**src/rtl/user_params.svh**
```systemverilog
`ifndef USER_PARAMS_SVH
`define USER_PARAMS_SVH

// ------------------------------------------------
// GPIO unit sizing
// ------------------------------------------------

// Synchronized GPIO inputs watched by the edge unit
`define USER_GPIO_COUNT 16
// Interrupt lines to the core, each one covers an equal pin group
`define USER_NUM_IRQS 4

// ------------------------------------------------
// Bus and address map
// ------------------------------------------------

// Transactions the demux keeps in flight
`define USER_MAX_TRANS 2
// OBI transaction id width
`define USER_AID_WIDTH 2
// Upper 20 address bits of the GPIO region
`define USER_GPIO_PAGE 20'h20000
// Marker word on every error response
`define USER_ERR_RDATA 32'hBADCAB1E

`endif

```
**src/rtl/user_pkg.sv**
```systemverilog
`include "user_params.svh"

package user_pkg;

  // ------------------------------------------------
  // OBI channels
  // ------------------------------------------------

  // Address phase, stable while req waits for gnt
  typedef struct packed {
    logic [31:0]                 addr;
    logic                        we;
    logic [3:0]                  be;
    logic [31:0]                 wdata;
    logic [`USER_AID_WIDTH-1:0]  aid;
  } obi_a_chan_t;

  // Response phase, valid with rvalid
  typedef struct packed {
    logic [31:0]                 rdata;
    logic [`USER_AID_WIDTH-1:0]  rid;
    logic                        err;
  } obi_r_chan_t;

  // ------------------------------------------------
  // Subordinate port
  // ------------------------------------------------

  // Manager to subordinate
  typedef struct packed {
    logic        req;
    obi_a_chan_t a;
  } sbr_obi_req_t;

  // Subordinate to manager, no rready in OBI
  typedef struct packed {
    logic        gnt;
    logic        rvalid;
    obi_r_chan_t r;
  } sbr_obi_rsp_t;

  // ------------------------------------------------
  // Address views
  // ------------------------------------------------

  // Page and offset split of a bus address
  typedef struct packed {
    logic [19:0] page;
    logic [11:0] offset;
  } user_addr_fields_t;

  // Same word, flat for the bus or split for decoding
  typedef union packed {
    logic [31:0]       addr;
    user_addr_fields_t f;
  } user_addr_u;

  // ------------------------------------------------
  // Subordinate selection
  // ------------------------------------------------

  // Demux port index
  typedef enum logic {
    USER_SBR_GPIO = 1'b0,
    USER_SBR_ERR  = 1'b1
  } user_sbr_idx_e;

  // Number of demux ports
  localparam int unsigned num_sbr = 2;

endpackage

```
**src/rtl/user_addr_decode.sv**
```systemverilog
`timescale 1ns/1ps
`include "user_params.svh"

module user_addr_decode (
  input  user_pkg::user_addr_u    addr_i,
  output user_pkg::user_sbr_idx_e idx_o
);

  // ------------------------------------------------
  // Page compare
  // ------------------------------------------------

  // High when the request falls in the GPIO page
  logic gpio_hit;

  // Only the page field matters, offset goes to the peripheral
  assign gpio_hit = (addr_i.f.page == `USER_GPIO_PAGE);

  // ------------------------------------------------
  // Index select
  // ------------------------------------------------

  always_comb begin
    // Unmapped space ends at the error subordinate
    idx_o = user_pkg::USER_SBR_ERR;
    if (gpio_hit) begin
      idx_o = user_pkg::USER_SBR_GPIO;
    end
  end

endmodule

```
**src/rtl/user_obi_demux.sv**
```systemverilog
`timescale 1ns/1ps
`include "user_params.svh"

module user_obi_demux (
  input  logic                                          clk_i,
  input  logic                                          arst_n_i,
  input  user_pkg::user_sbr_idx_e                       sel_i,
  input  user_pkg::sbr_obi_req_t                        sbr_req_i,
  output user_pkg::sbr_obi_rsp_t                        sbr_rsp_o,
  output user_pkg::sbr_obi_req_t [user_pkg::num_sbr-1:0] mgr_req_o,
  input  user_pkg::sbr_obi_rsp_t [user_pkg::num_sbr-1:0] mgr_rsp_i
);

  // Counter must reach the full transaction limit
  localparam int unsigned cnt_width = $clog2(`USER_MAX_TRANS + 1);

  // Outstanding transactions and the port that owns them
  logic [cnt_width-1:0]    cnt_q;
  logic [cnt_width-1:0]    cnt_d;
  user_pkg::user_sbr_idx_e idx_q;

  // Request may pass to the selected port
  logic allow;
  // Handshake done toward the manager
  logic fire;
  // Response handed back this cycle
  logic ret;

  // ------------------------------------------------
  // Request path
  // ------------------------------------------------

  // Idle demux takes any target
  // Busy demux only stacks more on the locked port, up to the limit
  assign allow = (cnt_q == '0) ||
                 ((sel_i == idx_q) && (cnt_q != cnt_width'(`USER_MAX_TRANS)));

  always_comb begin
    for (int k = 0; k < user_pkg::num_sbr; k++) begin
      // Address channel goes to every port, req to one
      mgr_req_o[k].a   = sbr_req_i.a;
      mgr_req_o[k].req = sbr_req_i.req && allow && (int'(sel_i) == k);
    end
  end

  // Grant straight from the target, masked while stalled
  assign sbr_rsp_o.gnt = allow && mgr_rsp_i[sel_i].gnt;

  // ------------------------------------------------
  // Response path
  // ------------------------------------------------

  // All in-flight transactions sit on the locked port,
  // so its responses come back in grant order
  assign sbr_rsp_o.rvalid = mgr_rsp_i[idx_q].rvalid;
  assign sbr_rsp_o.r      = mgr_rsp_i[idx_q].r;

  // ------------------------------------------------
  // Transaction tracking
  // ------------------------------------------------

  assign fire = sbr_req_i.req && sbr_rsp_o.gnt;
  assign ret  = sbr_rsp_o.rvalid;

  always_comb begin
    cnt_d = cnt_q;
    unique case ({fire, ret})
      // New grant, nothing back
      2'b10: cnt_d = cnt_q + 1'b1;
      // Response drained
      2'b01: cnt_d = cnt_q - 1'b1;
      // Both or neither, level stays
      default: cnt_d = cnt_q;
    endcase
  end

  always_ff @(posedge clk_i or negedge arst_n_i) begin
    if (!arst_n_i) begin
      cnt_q <= '0;
      idx_q <= user_pkg::USER_SBR_GPIO;
    end else begin
      cnt_q <= cnt_d;
      // Lock the owner on every grant
      // Same value while busy, new value only from idle
      if (fire) begin
        idx_q <= sel_i;
      end
    end
  end

endmodule

```
**src/rtl/user_err_sbr.sv**
```systemverilog
`timescale 1ns/1ps
`include "user_params.svh"

module user_err_sbr (
  input  logic                   clk_i,
  input  logic                   arst_n_i,
  input  user_pkg::sbr_obi_req_t obi_req_i,
  output user_pkg::sbr_obi_rsp_t obi_rsp_o
);

  // Response pipeline stage
  logic                       rvalid_q;
  logic [`USER_AID_WIDTH-1:0] rid_q;

  // ------------------------------------------------
  // Grant
  // ------------------------------------------------

  // Stage drains every cycle since the manager never stalls,
  // so every request is taken at once
  assign obi_rsp_o.gnt = obi_req_i.req;

  // ------------------------------------------------
  // Response stage
  // ------------------------------------------------

  always_ff @(posedge clk_i or negedge arst_n_i) begin
    if (!arst_n_i) begin
      rvalid_q <= 1'b0;
    end else begin
      // One pulse per granted request
      rvalid_q <= obi_req_i.req;
    end
  end

  // Id of the granted request
  always_ff @(posedge clk_i) begin
    if (obi_req_i.req) begin
      rid_q <= obi_req_i.a.aid;
    end
  end

  // Writes are dropped, reads and writes both fail
  assign obi_rsp_o.rvalid  = rvalid_q;
  assign obi_rsp_o.r.rid   = rid_q;
  assign obi_rsp_o.r.err   = 1'b1;
  assign obi_rsp_o.r.rdata = `USER_ERR_RDATA;

endmodule

```
**src/rtl/user_gpio_irq.sv**
```systemverilog
`timescale 1ns/1ps
`include "user_params.svh"

module user_gpio_irq (
  input  logic                         clk_i,
  input  logic                         arst_n_i,
  input  user_pkg::sbr_obi_req_t       obi_req_i,
  output user_pkg::sbr_obi_rsp_t       obi_rsp_o,
  input  logic [`USER_GPIO_COUNT-1:0]  gpio_i,
  output logic [`USER_NUM_IRQS-1:0]    irq_o
);

  // Pins per interrupt line
  localparam int unsigned grp_size = `USER_GPIO_COUNT / `USER_NUM_IRQS;

  // Word index of each register
  localparam logic [2:0] reg_in      = 3'd0;
  localparam logic [2:0] reg_rise_en = 3'd1;
  localparam logic [2:0] reg_fall_en = 3'd2;
  localparam logic [2:0] reg_status  = 3'd3;
  localparam logic [2:0] reg_irq_en  = 3'd4;

  // Split view of the bus address
  user_pkg::user_addr_u addr;

  // Register file
  logic [`USER_GPIO_COUNT-1:0] gpio_q;
  logic [`USER_GPIO_COUNT-1:0] rise_en_q;
  logic [`USER_GPIO_COUNT-1:0] fall_en_q;
  logic [`USER_GPIO_COUNT-1:0] status_q;
  logic [`USER_GPIO_COUNT-1:0] irq_en_q;
  logic [`USER_NUM_IRQS-1:0]   irq_q;

  // Access decode
  logic                        in_range;
  logic                        wr;
  logic [2:0]                  sel;
  logic [31:0]                 be_mask;
  logic [`USER_GPIO_COUNT-1:0] wmask;
  logic [`USER_GPIO_COUNT-1:0] wval;

  // Edge and status next state
  logic [`USER_GPIO_COUNT-1:0] edges;
  logic [`USER_GPIO_COUNT-1:0] clr;
  logic [`USER_GPIO_COUNT-1:0] pending;
  logic [`USER_NUM_IRQS-1:0]   irq_d;

  // Read path
  logic [31:0]                 rd_data;
  logic                        rvalid_q;
  logic [31:0]                 rdata_q;
  logic [`USER_AID_WIDTH-1:0]  rid_q;

  // ------------------------------------------------
  // Bus decode
  // ------------------------------------------------

  assign addr = obi_req_i.a.addr;

  // Five words at the page base, the rest reads zero
  assign in_range = (addr.f.offset[11:5] == '0);
  assign sel      = addr.f.offset[4:2];

  // Always granted, so req alone marks the access
  assign obi_rsp_o.gnt = obi_req_i.req;
  assign wr            = obi_req_i.req && obi_req_i.a.we && in_range;

  // Byte enables widened to bits
  assign be_mask = {{8{obi_req_i.a.be[3]}}, {8{obi_req_i.a.be[2]}},
                    {8{obi_req_i.a.be[1]}}, {8{obi_req_i.a.be[0]}}};
  assign wmask   = be_mask[`USER_GPIO_COUNT-1:0];
  assign wval    = obi_req_i.a.wdata[`USER_GPIO_COUNT-1:0] & wmask;

  // ------------------------------------------------
  // Edge capture
  // ------------------------------------------------

  // Compare against last cycle's inputs
  assign edges = (rise_en_q &  gpio_i & ~gpio_q) |
                 (fall_en_q & ~gpio_i &  gpio_q);

  // W1C mask, only on a STATUS write
  assign clr = (wr && (sel == reg_status)) ? wval : '0;

  // Enabled status per pin
  assign pending = status_q & irq_en_q;

  // OR across each pin group
  always_comb begin
    for (int k = 0; k < `USER_NUM_IRQS; k++) begin
      irq_d[k] = |pending[k*grp_size +: grp_size];
    end
  end

  always_ff @(posedge clk_i or negedge arst_n_i) begin
    if (!arst_n_i) begin
      gpio_q    <= '0;
      rise_en_q <= '0;
      fall_en_q <= '0;
      status_q  <= '0;
      irq_en_q  <= '0;
      irq_q     <= '0;
    end else begin
      gpio_q   <= gpio_i;
      // New edge wins over a clear on the same bit
      status_q <= (status_q & ~clr) | edges;
      irq_q    <= irq_d;
      // Byte merge into the enable registers
      if (wr && (sel == reg_rise_en)) begin
        rise_en_q <= (rise_en_q & ~wmask) | wval;
      end
      if (wr && (sel == reg_fall_en)) begin
        fall_en_q <= (fall_en_q & ~wmask) | wval;
      end
      if (wr && (sel == reg_irq_en)) begin
        irq_en_q <= (irq_en_q & ~wmask) | wval;
      end
    end
  end

  assign irq_o = irq_q;

  // ------------------------------------------------
  // Read response
  // ------------------------------------------------

  always_comb begin
    rd_data = '0;
    if (in_range && !obi_req_i.a.we) begin
      unique case (sel)
        reg_in:      rd_data[`USER_GPIO_COUNT-1:0] = gpio_i;
        reg_rise_en: rd_data[`USER_GPIO_COUNT-1:0] = rise_en_q;
        reg_fall_en: rd_data[`USER_GPIO_COUNT-1:0] = fall_en_q;
        reg_status:  rd_data[`USER_GPIO_COUNT-1:0] = status_q;
        reg_irq_en:  rd_data[`USER_GPIO_COUNT-1:0] = irq_en_q;
        // Holes in the map read zero
        default:     rd_data = '0;
      endcase
    end
  end

  always_ff @(posedge clk_i or negedge arst_n_i) begin
    if (!arst_n_i) begin
      rvalid_q <= 1'b0;
    end else begin
      rvalid_q <= obi_req_i.req;
    end
  end

  // Data and id sampled at the grant edge
  always_ff @(posedge clk_i) begin
    if (obi_req_i.req) begin
      rdata_q <= rd_data;
      rid_q   <= obi_req_i.a.aid;
    end
  end

  // Never an error, unmapped words just read zero
  assign obi_rsp_o.rvalid  = rvalid_q;
  assign obi_rsp_o.r.rdata = rdata_q;
  assign obi_rsp_o.r.rid   = rid_q;
  assign obi_rsp_o.r.err   = 1'b0;

endmodule

```
**src/rtl/user_domain.sv**
```systemverilog
`timescale 1ns/1ps
`include "user_params.svh"

module user_domain (
  input  logic                         clk_i,
  input  logic                         arst_n_i,

  // From the core crossbar
  input  user_pkg::sbr_obi_req_t       user_sbr_obi_req_i,
  output user_pkg::sbr_obi_rsp_t       user_sbr_obi_rsp_o,

  // Already synchronized pins in, interrupts to the core out
  input  logic [`USER_GPIO_COUNT-1:0]  gpio_in_sync_i,
  output logic [`USER_NUM_IRQS-1:0]    interrupts_o
);

  // ------------------------------------------------
  // Subordinate buses
  // ------------------------------------------------

  // Demux side, one entry per subordinate
  user_pkg::sbr_obi_req_t [user_pkg::num_sbr-1:0] all_sbr_req;
  user_pkg::sbr_obi_rsp_t [user_pkg::num_sbr-1:0] all_sbr_rsp;

  // Target chosen from the address
  user_pkg::user_sbr_idx_e user_idx;

  // ------------------------------------------------
  // Decode and demux
  // ------------------------------------------------

  user_addr_decode i_addr_decode (
    .addr_i ( user_sbr_obi_req_i.a.addr ),
    .idx_o  ( user_idx                  )
  );

  user_obi_demux i_obi_demux (
    .clk_i     ( clk_i              ),
    .arst_n_i  ( arst_n_i           ),
    .sel_i     ( user_idx           ),
    .sbr_req_i ( user_sbr_obi_req_i ),
    .sbr_rsp_o ( user_sbr_obi_rsp_o ),
    .mgr_req_o ( all_sbr_req        ),
    .mgr_rsp_i ( all_sbr_rsp        )
  );

  // ------------------------------------------------
  // Subordinates
  // ------------------------------------------------

  // GPIO edge and interrupt unit
  user_gpio_irq i_gpio_irq (
    .clk_i     ( clk_i                                 ),
    .arst_n_i  ( arst_n_i                              ),
    .obi_req_i ( all_sbr_req[user_pkg::USER_SBR_GPIO]  ),
    .obi_rsp_o ( all_sbr_rsp[user_pkg::USER_SBR_GPIO]  ),
    .gpio_i    ( gpio_in_sync_i                        ),
    .irq_o     ( interrupts_o                          )
  );

  // Catch-all for unmapped space
  user_err_sbr i_user_err (
    .clk_i     ( clk_i                                ),
    .arst_n_i  ( arst_n_i                             ),
    .obi_req_i ( all_sbr_req[user_pkg::USER_SBR_ERR]  ),
    .obi_rsp_o ( all_sbr_rsp[user_pkg::USER_SBR_ERR]  )
  );

endmodule

```
**config.mk**
```make
export PLATFORM = sky130hd
export DESIGN_NAME = user_domain
export DESIGN_NICKNAME = d
export VERILOG_FILES = /design/src/rtl/user_pkg.sv /design/src/rtl/user_addr_decode.sv /design/src/rtl/user_obi_demux.sv /design/src/rtl/user_err_sbr.sv /design/src/rtl/user_gpio_irq.sv /design/src/rtl/user_domain.sv
export VERILOG_INCLUDE_DIRS = /design/src /design/src/rtl
export SDC_FILE = /design/constraint.sdc
export NUM_CORES = 1
export LEC_CHECK = 0
export BUFFER_PORTS_ARGS = -buffer_cell sky130_fd_sc_hd__clkbuf_2
export CORE_UTILIZATION = 30
export CTS_CLUSTER_SIZE = 10
export DETAILED_ROUTE_END_ITERATION = 8
export GPL_ROUTABILITY_DRIVEN = 1
export GPL_TIMING_DRIVEN = 0
export PLACE_DENSITY = 0.55
export SLEW_MARGIN = 40
export SYNTH_ARGS = -nofsm -noshare
export SYNTH_HDL_FRONTEND = slang
export SYNTH_SLANG_ARGS = --single-unit
```
**constraint.sdc**
```tcl
create_clock -name clk_i -period 5.74 [get_ports clk_i]
set_input_delay 1.148 -clock clk_i [delete_from_list [all_inputs] [get_ports clk_i]]
set_output_delay 1.148 -clock clk_i [all_outputs]
set_load 0.05 [all_outputs]
```
==> results of run 1 <==
## layout make-up
type / instances / area [µm²]
plain buffers: 37 / 225.2
clock buffers: 14 / 295.3
clock inverters: 2 / 12.51
fillers: 1706 / 10820
inverters: 16 / 60.06
multi-input cells: 317 / 2223
flip-flops and latches: 109 / 2828
well taps: 225 / 281.5
repair buffers: 104 / 551.8
## worst max-delay path: stages
cell	delay, ns
clkbuf_2	0.07
or4_1	0.54
nor2_1	0.34
buf_4	0.26
nand2_1	0.09
a211oi_1	0.22
clkbuf_2	0.32
## final timing paths
| check | endpoint | slack, ns | cells after the start |
|---|---|---|---|
| setup / recovery | user_sbr_obi_rsp_o[36] | 1.60 | 7 |
| hold / removal | register | 0.54 | 1 |
| setup reg to reg | register | 3.38 | 4 |
| hold reg to reg | register | 0.54 | 1 |
| max in group asynchronous | i_user_err.rvalid_q | 4.46 | 2 |
| min in group asynchronous | asynchronous set/reset pin | 0.72 | 1 |
## layout by cell type (no fill, tap or decap), types with 6 or more instances in the layout
cell type and instances:
nand3b_1 17, nor4_2 6, clkbuf_16 10, o21ai_0 15
dfrtp_1 89, nand2_1 24, clkbuf_1 13, buf_4 18
a21oi_1 44, nand4_2 6, conb_1 6, mux2_2 52
edfxtp_1 20, inv_1 16, nor2_1 47, or2_2 9
nor2b_1 10, clkbuf_2 102, mux2i_1 15, a22oi_1 23
## Yosys cell counts, types with 2 or more instances
cell,number,area share
edfxtp_1,20,0.11
o21ai_0,15,0.014
nor4_1,5,0.0059
nand2_1,24,0.017
and4_1,2,0.0033
a22oi_1,23,0.033
or3b_2,2,0.0033
nor3_1,3,0.0028
mux2i_1,15,0.028
xnor2_1,3,0.0050
dfrtp_1,89,0.42
clkbuf_1,12,0.0085
nand3b_1,17,0.024
or2_2,9,0.011
nor2_1,47,0.033
nand4_2,6,0.014
buf_1,2,0.0014
buf_2,3,0.0028
inv_1,16,0.011
a31oi_1,2,0.0024
a21oi_1,44,0.041
buf_6,2,0.0042
a211oi_1,2,0.0028
nor2b_1,10,0.012
and3_1,4,0.0047
nor4_2,6,0.014
or4_1,2,0.0028
mux2_2,52,0.11
buf_4,18,0.025
## cells by family (layout without fill, tap and decap cells)
logic type      after synthesis  after routing  share of synthesized area
mux                          67             67                     0.1386
compound gates               92             92                     0.1026
simple gates                148            148                     0.1641
xor+xnor                      3              3                   0.004953
buf+inv                      53            173                    0.05376
fa+ha+maj                     1              1                   0.002358
flops                       109            109                     0.5329
other cells                   1              6                  0.0007067
## power groups by stage
stage / combinational (mW) / sequential (mW) / clock (mW)
after global routing: 0.557 / 0.828 / 0.673
final: 0.521 / 0.825 / 0.625
after global placement: 0.520 / 0.839 / 0
after CTS: 0.530 / 0.826 / 0.643
after floorplan: 0.390 / 0.836 / 0
after detailed placement: 0.530 / 0.841 / 0
## per-stage QoR
stage            util  cell area, µm²  worst slack, ns  hold slack, ns  total power, mW
2_1_floorplan       -            5325            1.219          0.4719            1.226
3_3_place_gp   0.3540            6122            1.600          0.5134            1.359
3_5_place_dp   0.3564            6165            1.560          0.5196            1.371
4_1_cts        0.3742            6472            1.558          0.5354            1.999
5_1_grt        0.3745            6477            1.473          0.5499            2.058
6_report       0.3745            6477            1.604          0.5355            1.971
## layer usage
metal | global-route usage | vias to the layer above
met2 | 0.2557 | 137
met5 | 0 | -
met4 | 0.05743 | 0
met3 | 0.04279 | 20
li1 | - | 1929
met1 | 0.2006 | 1947
==> flow_metrics.env, run 1 <==
export IMPL_tns_ns=0
export IMPL_htreeDepth=3
export IMPL_numCtsBuffers=9
export IMPL_cts_tree="done"
export IMPL_switching_share=0.3298
export IMPL_setup_viol=0
export IMPL_track_usage=0.1575
export IMPL_p_seq_frac=0.419
export IMPL_clkTransAtPathRegs_ns=0.07
export IMPL_vias=4033
export IMPL_synth_edf_count=20
export IMPL_drtIter0Drc=216
export IMPL_first_pass_iters=4
export IMPL_cts_setup_buffers=0
export IMPL_yosysSeqAreaShare=0.5329
export IMPL_grt_pass1_vias=4087
export IMPL_dp_hpwl_um=9753
export IMPL_antenna_found_initial=0
export IMPL_rsz0062_at_grt="false"
export IMPL_intPower_mw=1.321
export IMPL_cp_end_kind="output port"
export IMPL_cts_root_buf="clkbuf_16"
export IMPL_cp_max_fo=10
export IMPL_routed_wl_um=13570
export IMPL_r2r_start="i_obi_demux.idx_q"
export IMPL_ir_worst_vdd_mv=0.1961
export IMPL_coreArea_mm2=0.01730
export IMPL_dieHeight_um=135.0
export IMPL_switching_power_mw=0.6502
export IMPL_syn_area_per_cell_um2=11.19
export IMPL_slew_headroom=0.4261
export IMPL_post_synth_inst_count=474
export IMPL_drive_gt1_frac=0.3706
export IMPL_critPathRequiredTime_ns=4.59
export IMPL_outcome="finished, final reports clean"
export IMPL_drv_slew=0
export IMPL_postCtsHoldBufs=0
export IMPL_fin_skew_ns=0.005417
export IMPL_drtAntennaViolNets=0
export IMPL_hold_viol_final=0
export IMPL_leakage_nw=3.005
export IMPL_hold_class="register to register"
export IMPL_ys_flop_type="dfrtp_1"
export IMPL_met1_length_um=6002
export IMPL_clock_sinks=109
export IMPL_combPwrFrac=0.264
export IMPL_grt_max_degree=49
export IMPL_die_x_um=135.0
export IMPL_clock_latency_ns=0.35
export IMPL_netlist_cell_type_count=48
export IMPL_io_buffers=103
export IMPL_dieArea_mm2=0.01822
export IMPL_wl_met3_um=975
export IMPL_drc=0
export IMPL_start_kind="primary input"
export IMPL_clk_path_buf_depth=2
export IMPL_grt_pass1_wl_um=21510
export IMPL_fin_crit_ns=4.136
export IMPL_ys_ff_latch=109
export IMPL_std_cell_rows=48
export IMPL_critPathKind="primary input to output port"
export IMPL_wl_met2_um=6359
export IMPL_routabilityCongestion=0.7932
export IMPL_wl_per_cell_um=16.46
export IMPL_synthArstFlopShare=0.8165
export IMPL_io_pins=131
export IMPL_arrival_ns=2.99
export IMPL_final_cells=824
export IMPL_clkPwrFrac=0.317
export IMPL_syn_area_mm2=0.005306
export IMPL_initial_core_util=0.3068
export IMPL_placed_cells=808
export IMPL_grt_overflow_total=0
export IMPL_nets=685
export IMPL_ys_warn_count=0
export IMPL_tightest_slew_ns=0.8543
export IMPL_area_delta_synth_final_pct=22.07
export IMPL_cts_repair_resized=0
export IMPL_power_density_mw_per_mm2=304.3
export IMPL_critPathLaunch="user_sbr_obi_req_i[51]"
export IMPL_diodes=0
export IMPL_max_freq_ghz=0.2418
export IMPL_viasPerCell=4.894
export IMPL_maxCapViolCount=0
export IMPL_fin_crit_sh=0.7205
export IMPL_top_signal_layer_used="met4"
(Power assumes the default switching activity.)
==> run 2, diff against run 1 <==
- ABC_AREA: unset -> 1
- PLACE_DENSITY: 0.55 -> 0.57
- clock period: 5.74 -> 3.4 ns (I/O delays scaled with it)
==> flow_metrics.env, run 2 <==
export IMPL_clock_latency_ns=0.35
export IMPL_grt_pass1_wl_um=24380
export IMPL_syn_area_per_cell_um2=8.479
export IMPL_drive_gt1_frac=0.2094
export IMPL_critPathKind="register to output port"
export IMPL_synth_adder_area_share=0.002306
export IMPL_leakage_nw=3.289
export IMPL_synth_simple_area_share=0.2603
export IMPL_fin_crit_ns=2.921
export IMPL_cp_end_kind="output port"
export IMPL_tightest_slew_ns=0.8302
export IMPL_cp_max_fo=14
export IMPL_cts_tree="done"
export IMPL_first_pass_iters=6
export IMPL_final_cells=989
export IMPL_std_cell_rows=48
export IMPL_placed_cells=973
export IMPL_wl_per_cell_um=15.59
export IMPL_r2r_start="i_obi_demux.idx_q"
export IMPL_arrival_ns=2.24
export IMPL_numCtsBuffers=9
export IMPL_yosysTopAreaCell="dfrtp_1"
export IMPL_antenna_found_initial=0
export IMPL_clk_path_buf_depth=2
export IMPL_clkTransAtPathRegs_ns=0.07
export IMPL_critPathRequiredTime_ns=2.72
export IMPL_drtIter0Drc=354
export IMPL_setup_viol=0
export IMPL_post_route_util=0.3774
export IMPL_routed_wl_um=15420
export IMPL_synth_compound_area_share=0.09753
export IMPL_die_x_um=136.5
export IMPL_maxCapViolCount=0
export IMPL_dp_slack_ns=0.7546
export IMPL_ir_worst_vdd_mv=0.2495
export IMPL_grt_max_degree=47
export IMPL_fin_crit_sh=0.8591
export IMPL_slew_headroom=0.4465
export IMPL_drtAntennaViolNets=0
export IMPL_fin_ws_ns=0.4789
export IMPL_grt_pass1_vias=4573
export IMPL_vias=4715
export IMPL_cts_setup_buffers=0
export IMPL_fin_skew_ns=0.003308
export IMPL_viasPerCell=4.767
export IMPL_synthTopCellsByCount="170 x nand2_1, 89 x dfrtp_1, 84 x inv_1"
export IMPL_post_synth_inst_count=640
export IMPL_grt_overflow_total=0
export IMPL_coreArea_mm2=0.01748
export IMPL_diodes=0
export IMPL_clock_sinks=109
export IMPL_synth_edf_count=20
export IMPL_synthDominantCellAreaShare=0.4104
export IMPL_hold_class="primary input to asynchronous set/reset pin"
export IMPL_postCtsHoldBufs=0
export IMPL_final_cell_mix="170 x nand2_1, 101 x clkbuf_2, 89 x dfrtp_1, 84 x inv_1, 49 x nand4_1"
export IMPL_netlist_cell_type_count=33
export IMPL_ys_ff_latch=109
export IMPL_yosysSeqAreaShare=0.5211
export IMPL_nets=850
export IMPL_drc=0
export IMPL_routabilityCongestion=0.8133
export IMPL_initial_core_util=0.3105
export IMPL_start_kind="register"
export IMPL_synth_xor_area_share=0.003228
export IMPL_synthArstFlopShare=0.8165
export IMPL_dieArea_mm2=0.01863
export IMPL_htreeDepth=3
export IMPL_power_density_mw_per_mm2=432.1
export IMPL_cts_root_buf="clkbuf_16"
export IMPL_syn_area_mm2=0.005426
export IMPL_drv_slew=0
export IMPL_ys_flop_type="dfrtp_1"
export IMPL_critPathLaunch="i_obi_demux.idx_q"
export IMPL_dp_hpwl_um=11260
export IMPL_tns_ns=0
export IMPL_synth_top_family_by_area="simple AND/OR/NAND/NOR gates"
export IMPL_ys_warn_count=0
export IMPL_rsz0062_at_grt="false"
export IMPL_track_usage=0.1742
export IMPL_outcome="finished, final reports clean"
export IMPL_io_buffers=102
export IMPL_io_pins=131
export IMPL_dieHeight_um=136.5
export IMPL_yosysMostFrequentCell="nand2_1"
export IMPL_hold_viol_final=0
export IMPL_cts_repair_resized=0
export IMPL_totalPowerFinal_mw=2.851
export IMPL_synth_mux_area_frac=0
export IMPL_layout_commonest_cell="nand2_1"
export IMPL_max_freq_ghz=0.3423
export IMPL_ys_top_cells_by_area="dfrtp_1 41%, nand2_1 12%, edfxtp_1 11%"
export IMPL_area_delta_synth_final_pct=21.56
-- run 2: cell count changes in the layout (fill, tap and decap cells not counted), moves of 20 or more --
cell     delta
nand2_1   +146
inv_1      +68
nand4_1    +48
a21oi_1    -33
o22ai_1    +25
mux2_2     -52
a22oi_1    -20
nand3_1    +25
-- run 2: worst paths after layout --
path	endpoint	slack [ns]	depth (start not counted)
max in group asynchronous	asynchronous set/reset pin	2.59	2
setup / recovery	user_sbr_obi_rsp_o[35]	0.48	5
min in group clk_i	i_gpio_irq.gpio_q[1]	0.44	1
hold / removal	i_gpio_irq.irq_o[1]	0.26	1
hold reg to reg	register	0.47	2
setup reg to reg	i_obi_demux.cnt_q[1]	1.05	8
-- run 2: cells by family after synthesis --
family,count (synthesis)
and+or+nand+nor,312
AOI/OAI and AO/OA,82
other,1
adders and majority gates,1
buffers and inverters,133
xor gates and xnor gates,2
DFF,109
-- run 2: cell type report --
| type | instances | area, µm² |
|---|---|---|
| repair buffers | 103 | 546.8 |
| clock inverters | 7 | 97.59 |
| clock buffers | 9 | 225.2 |
| multi-input cells | 403 | 1994 |
| fillers | 1803 | 10880 |
| plain buffers | 48 | 304.0 |
| flip-flops and latches | 109 | 2828 |
| well taps | 225 | 281.5 |
| inverters | 85 | 319.1 |
-- run 2: power breakdown --
group          internal (mW)  switching, mW  total [mW]
sequential              1.36         0.0247        1.39
clock                  0.651          0.494        1.14
combinational         0.0992          0.217       0.317
-- run 2: critical path: stages, from the launching register on --
cell	delay, ns
dfrtp_1	0.59
clkbuf_1	0.35
clkbuf_1	0.41
nand2_1	0.11
nand2_1	0.13
clkbuf_2	0.29
-- run 2: through the flow --
stage | hold slack [ns] | instance area, µm²
final | 0.2595 | 6596
after global routing | 0.2910 | 6596
after CTS | 0.2739 | 6596
after detailed placement | 0.4589 | 6274
after global placement | 0.4569 | 6237
after floorplan | 0.3844 | 5445
-- run 2: per-layer routing --
layer / part of all wire / track usage / routed length (µm)
met1: 0.45 / 0.2313 / 6958
met2: 0.46 / 0.2764 / 7018
met3: 0.063 / 0.02704 / 966
met4: 0.031 / 0.08580 / 478
met5: 0 / 0 / 0
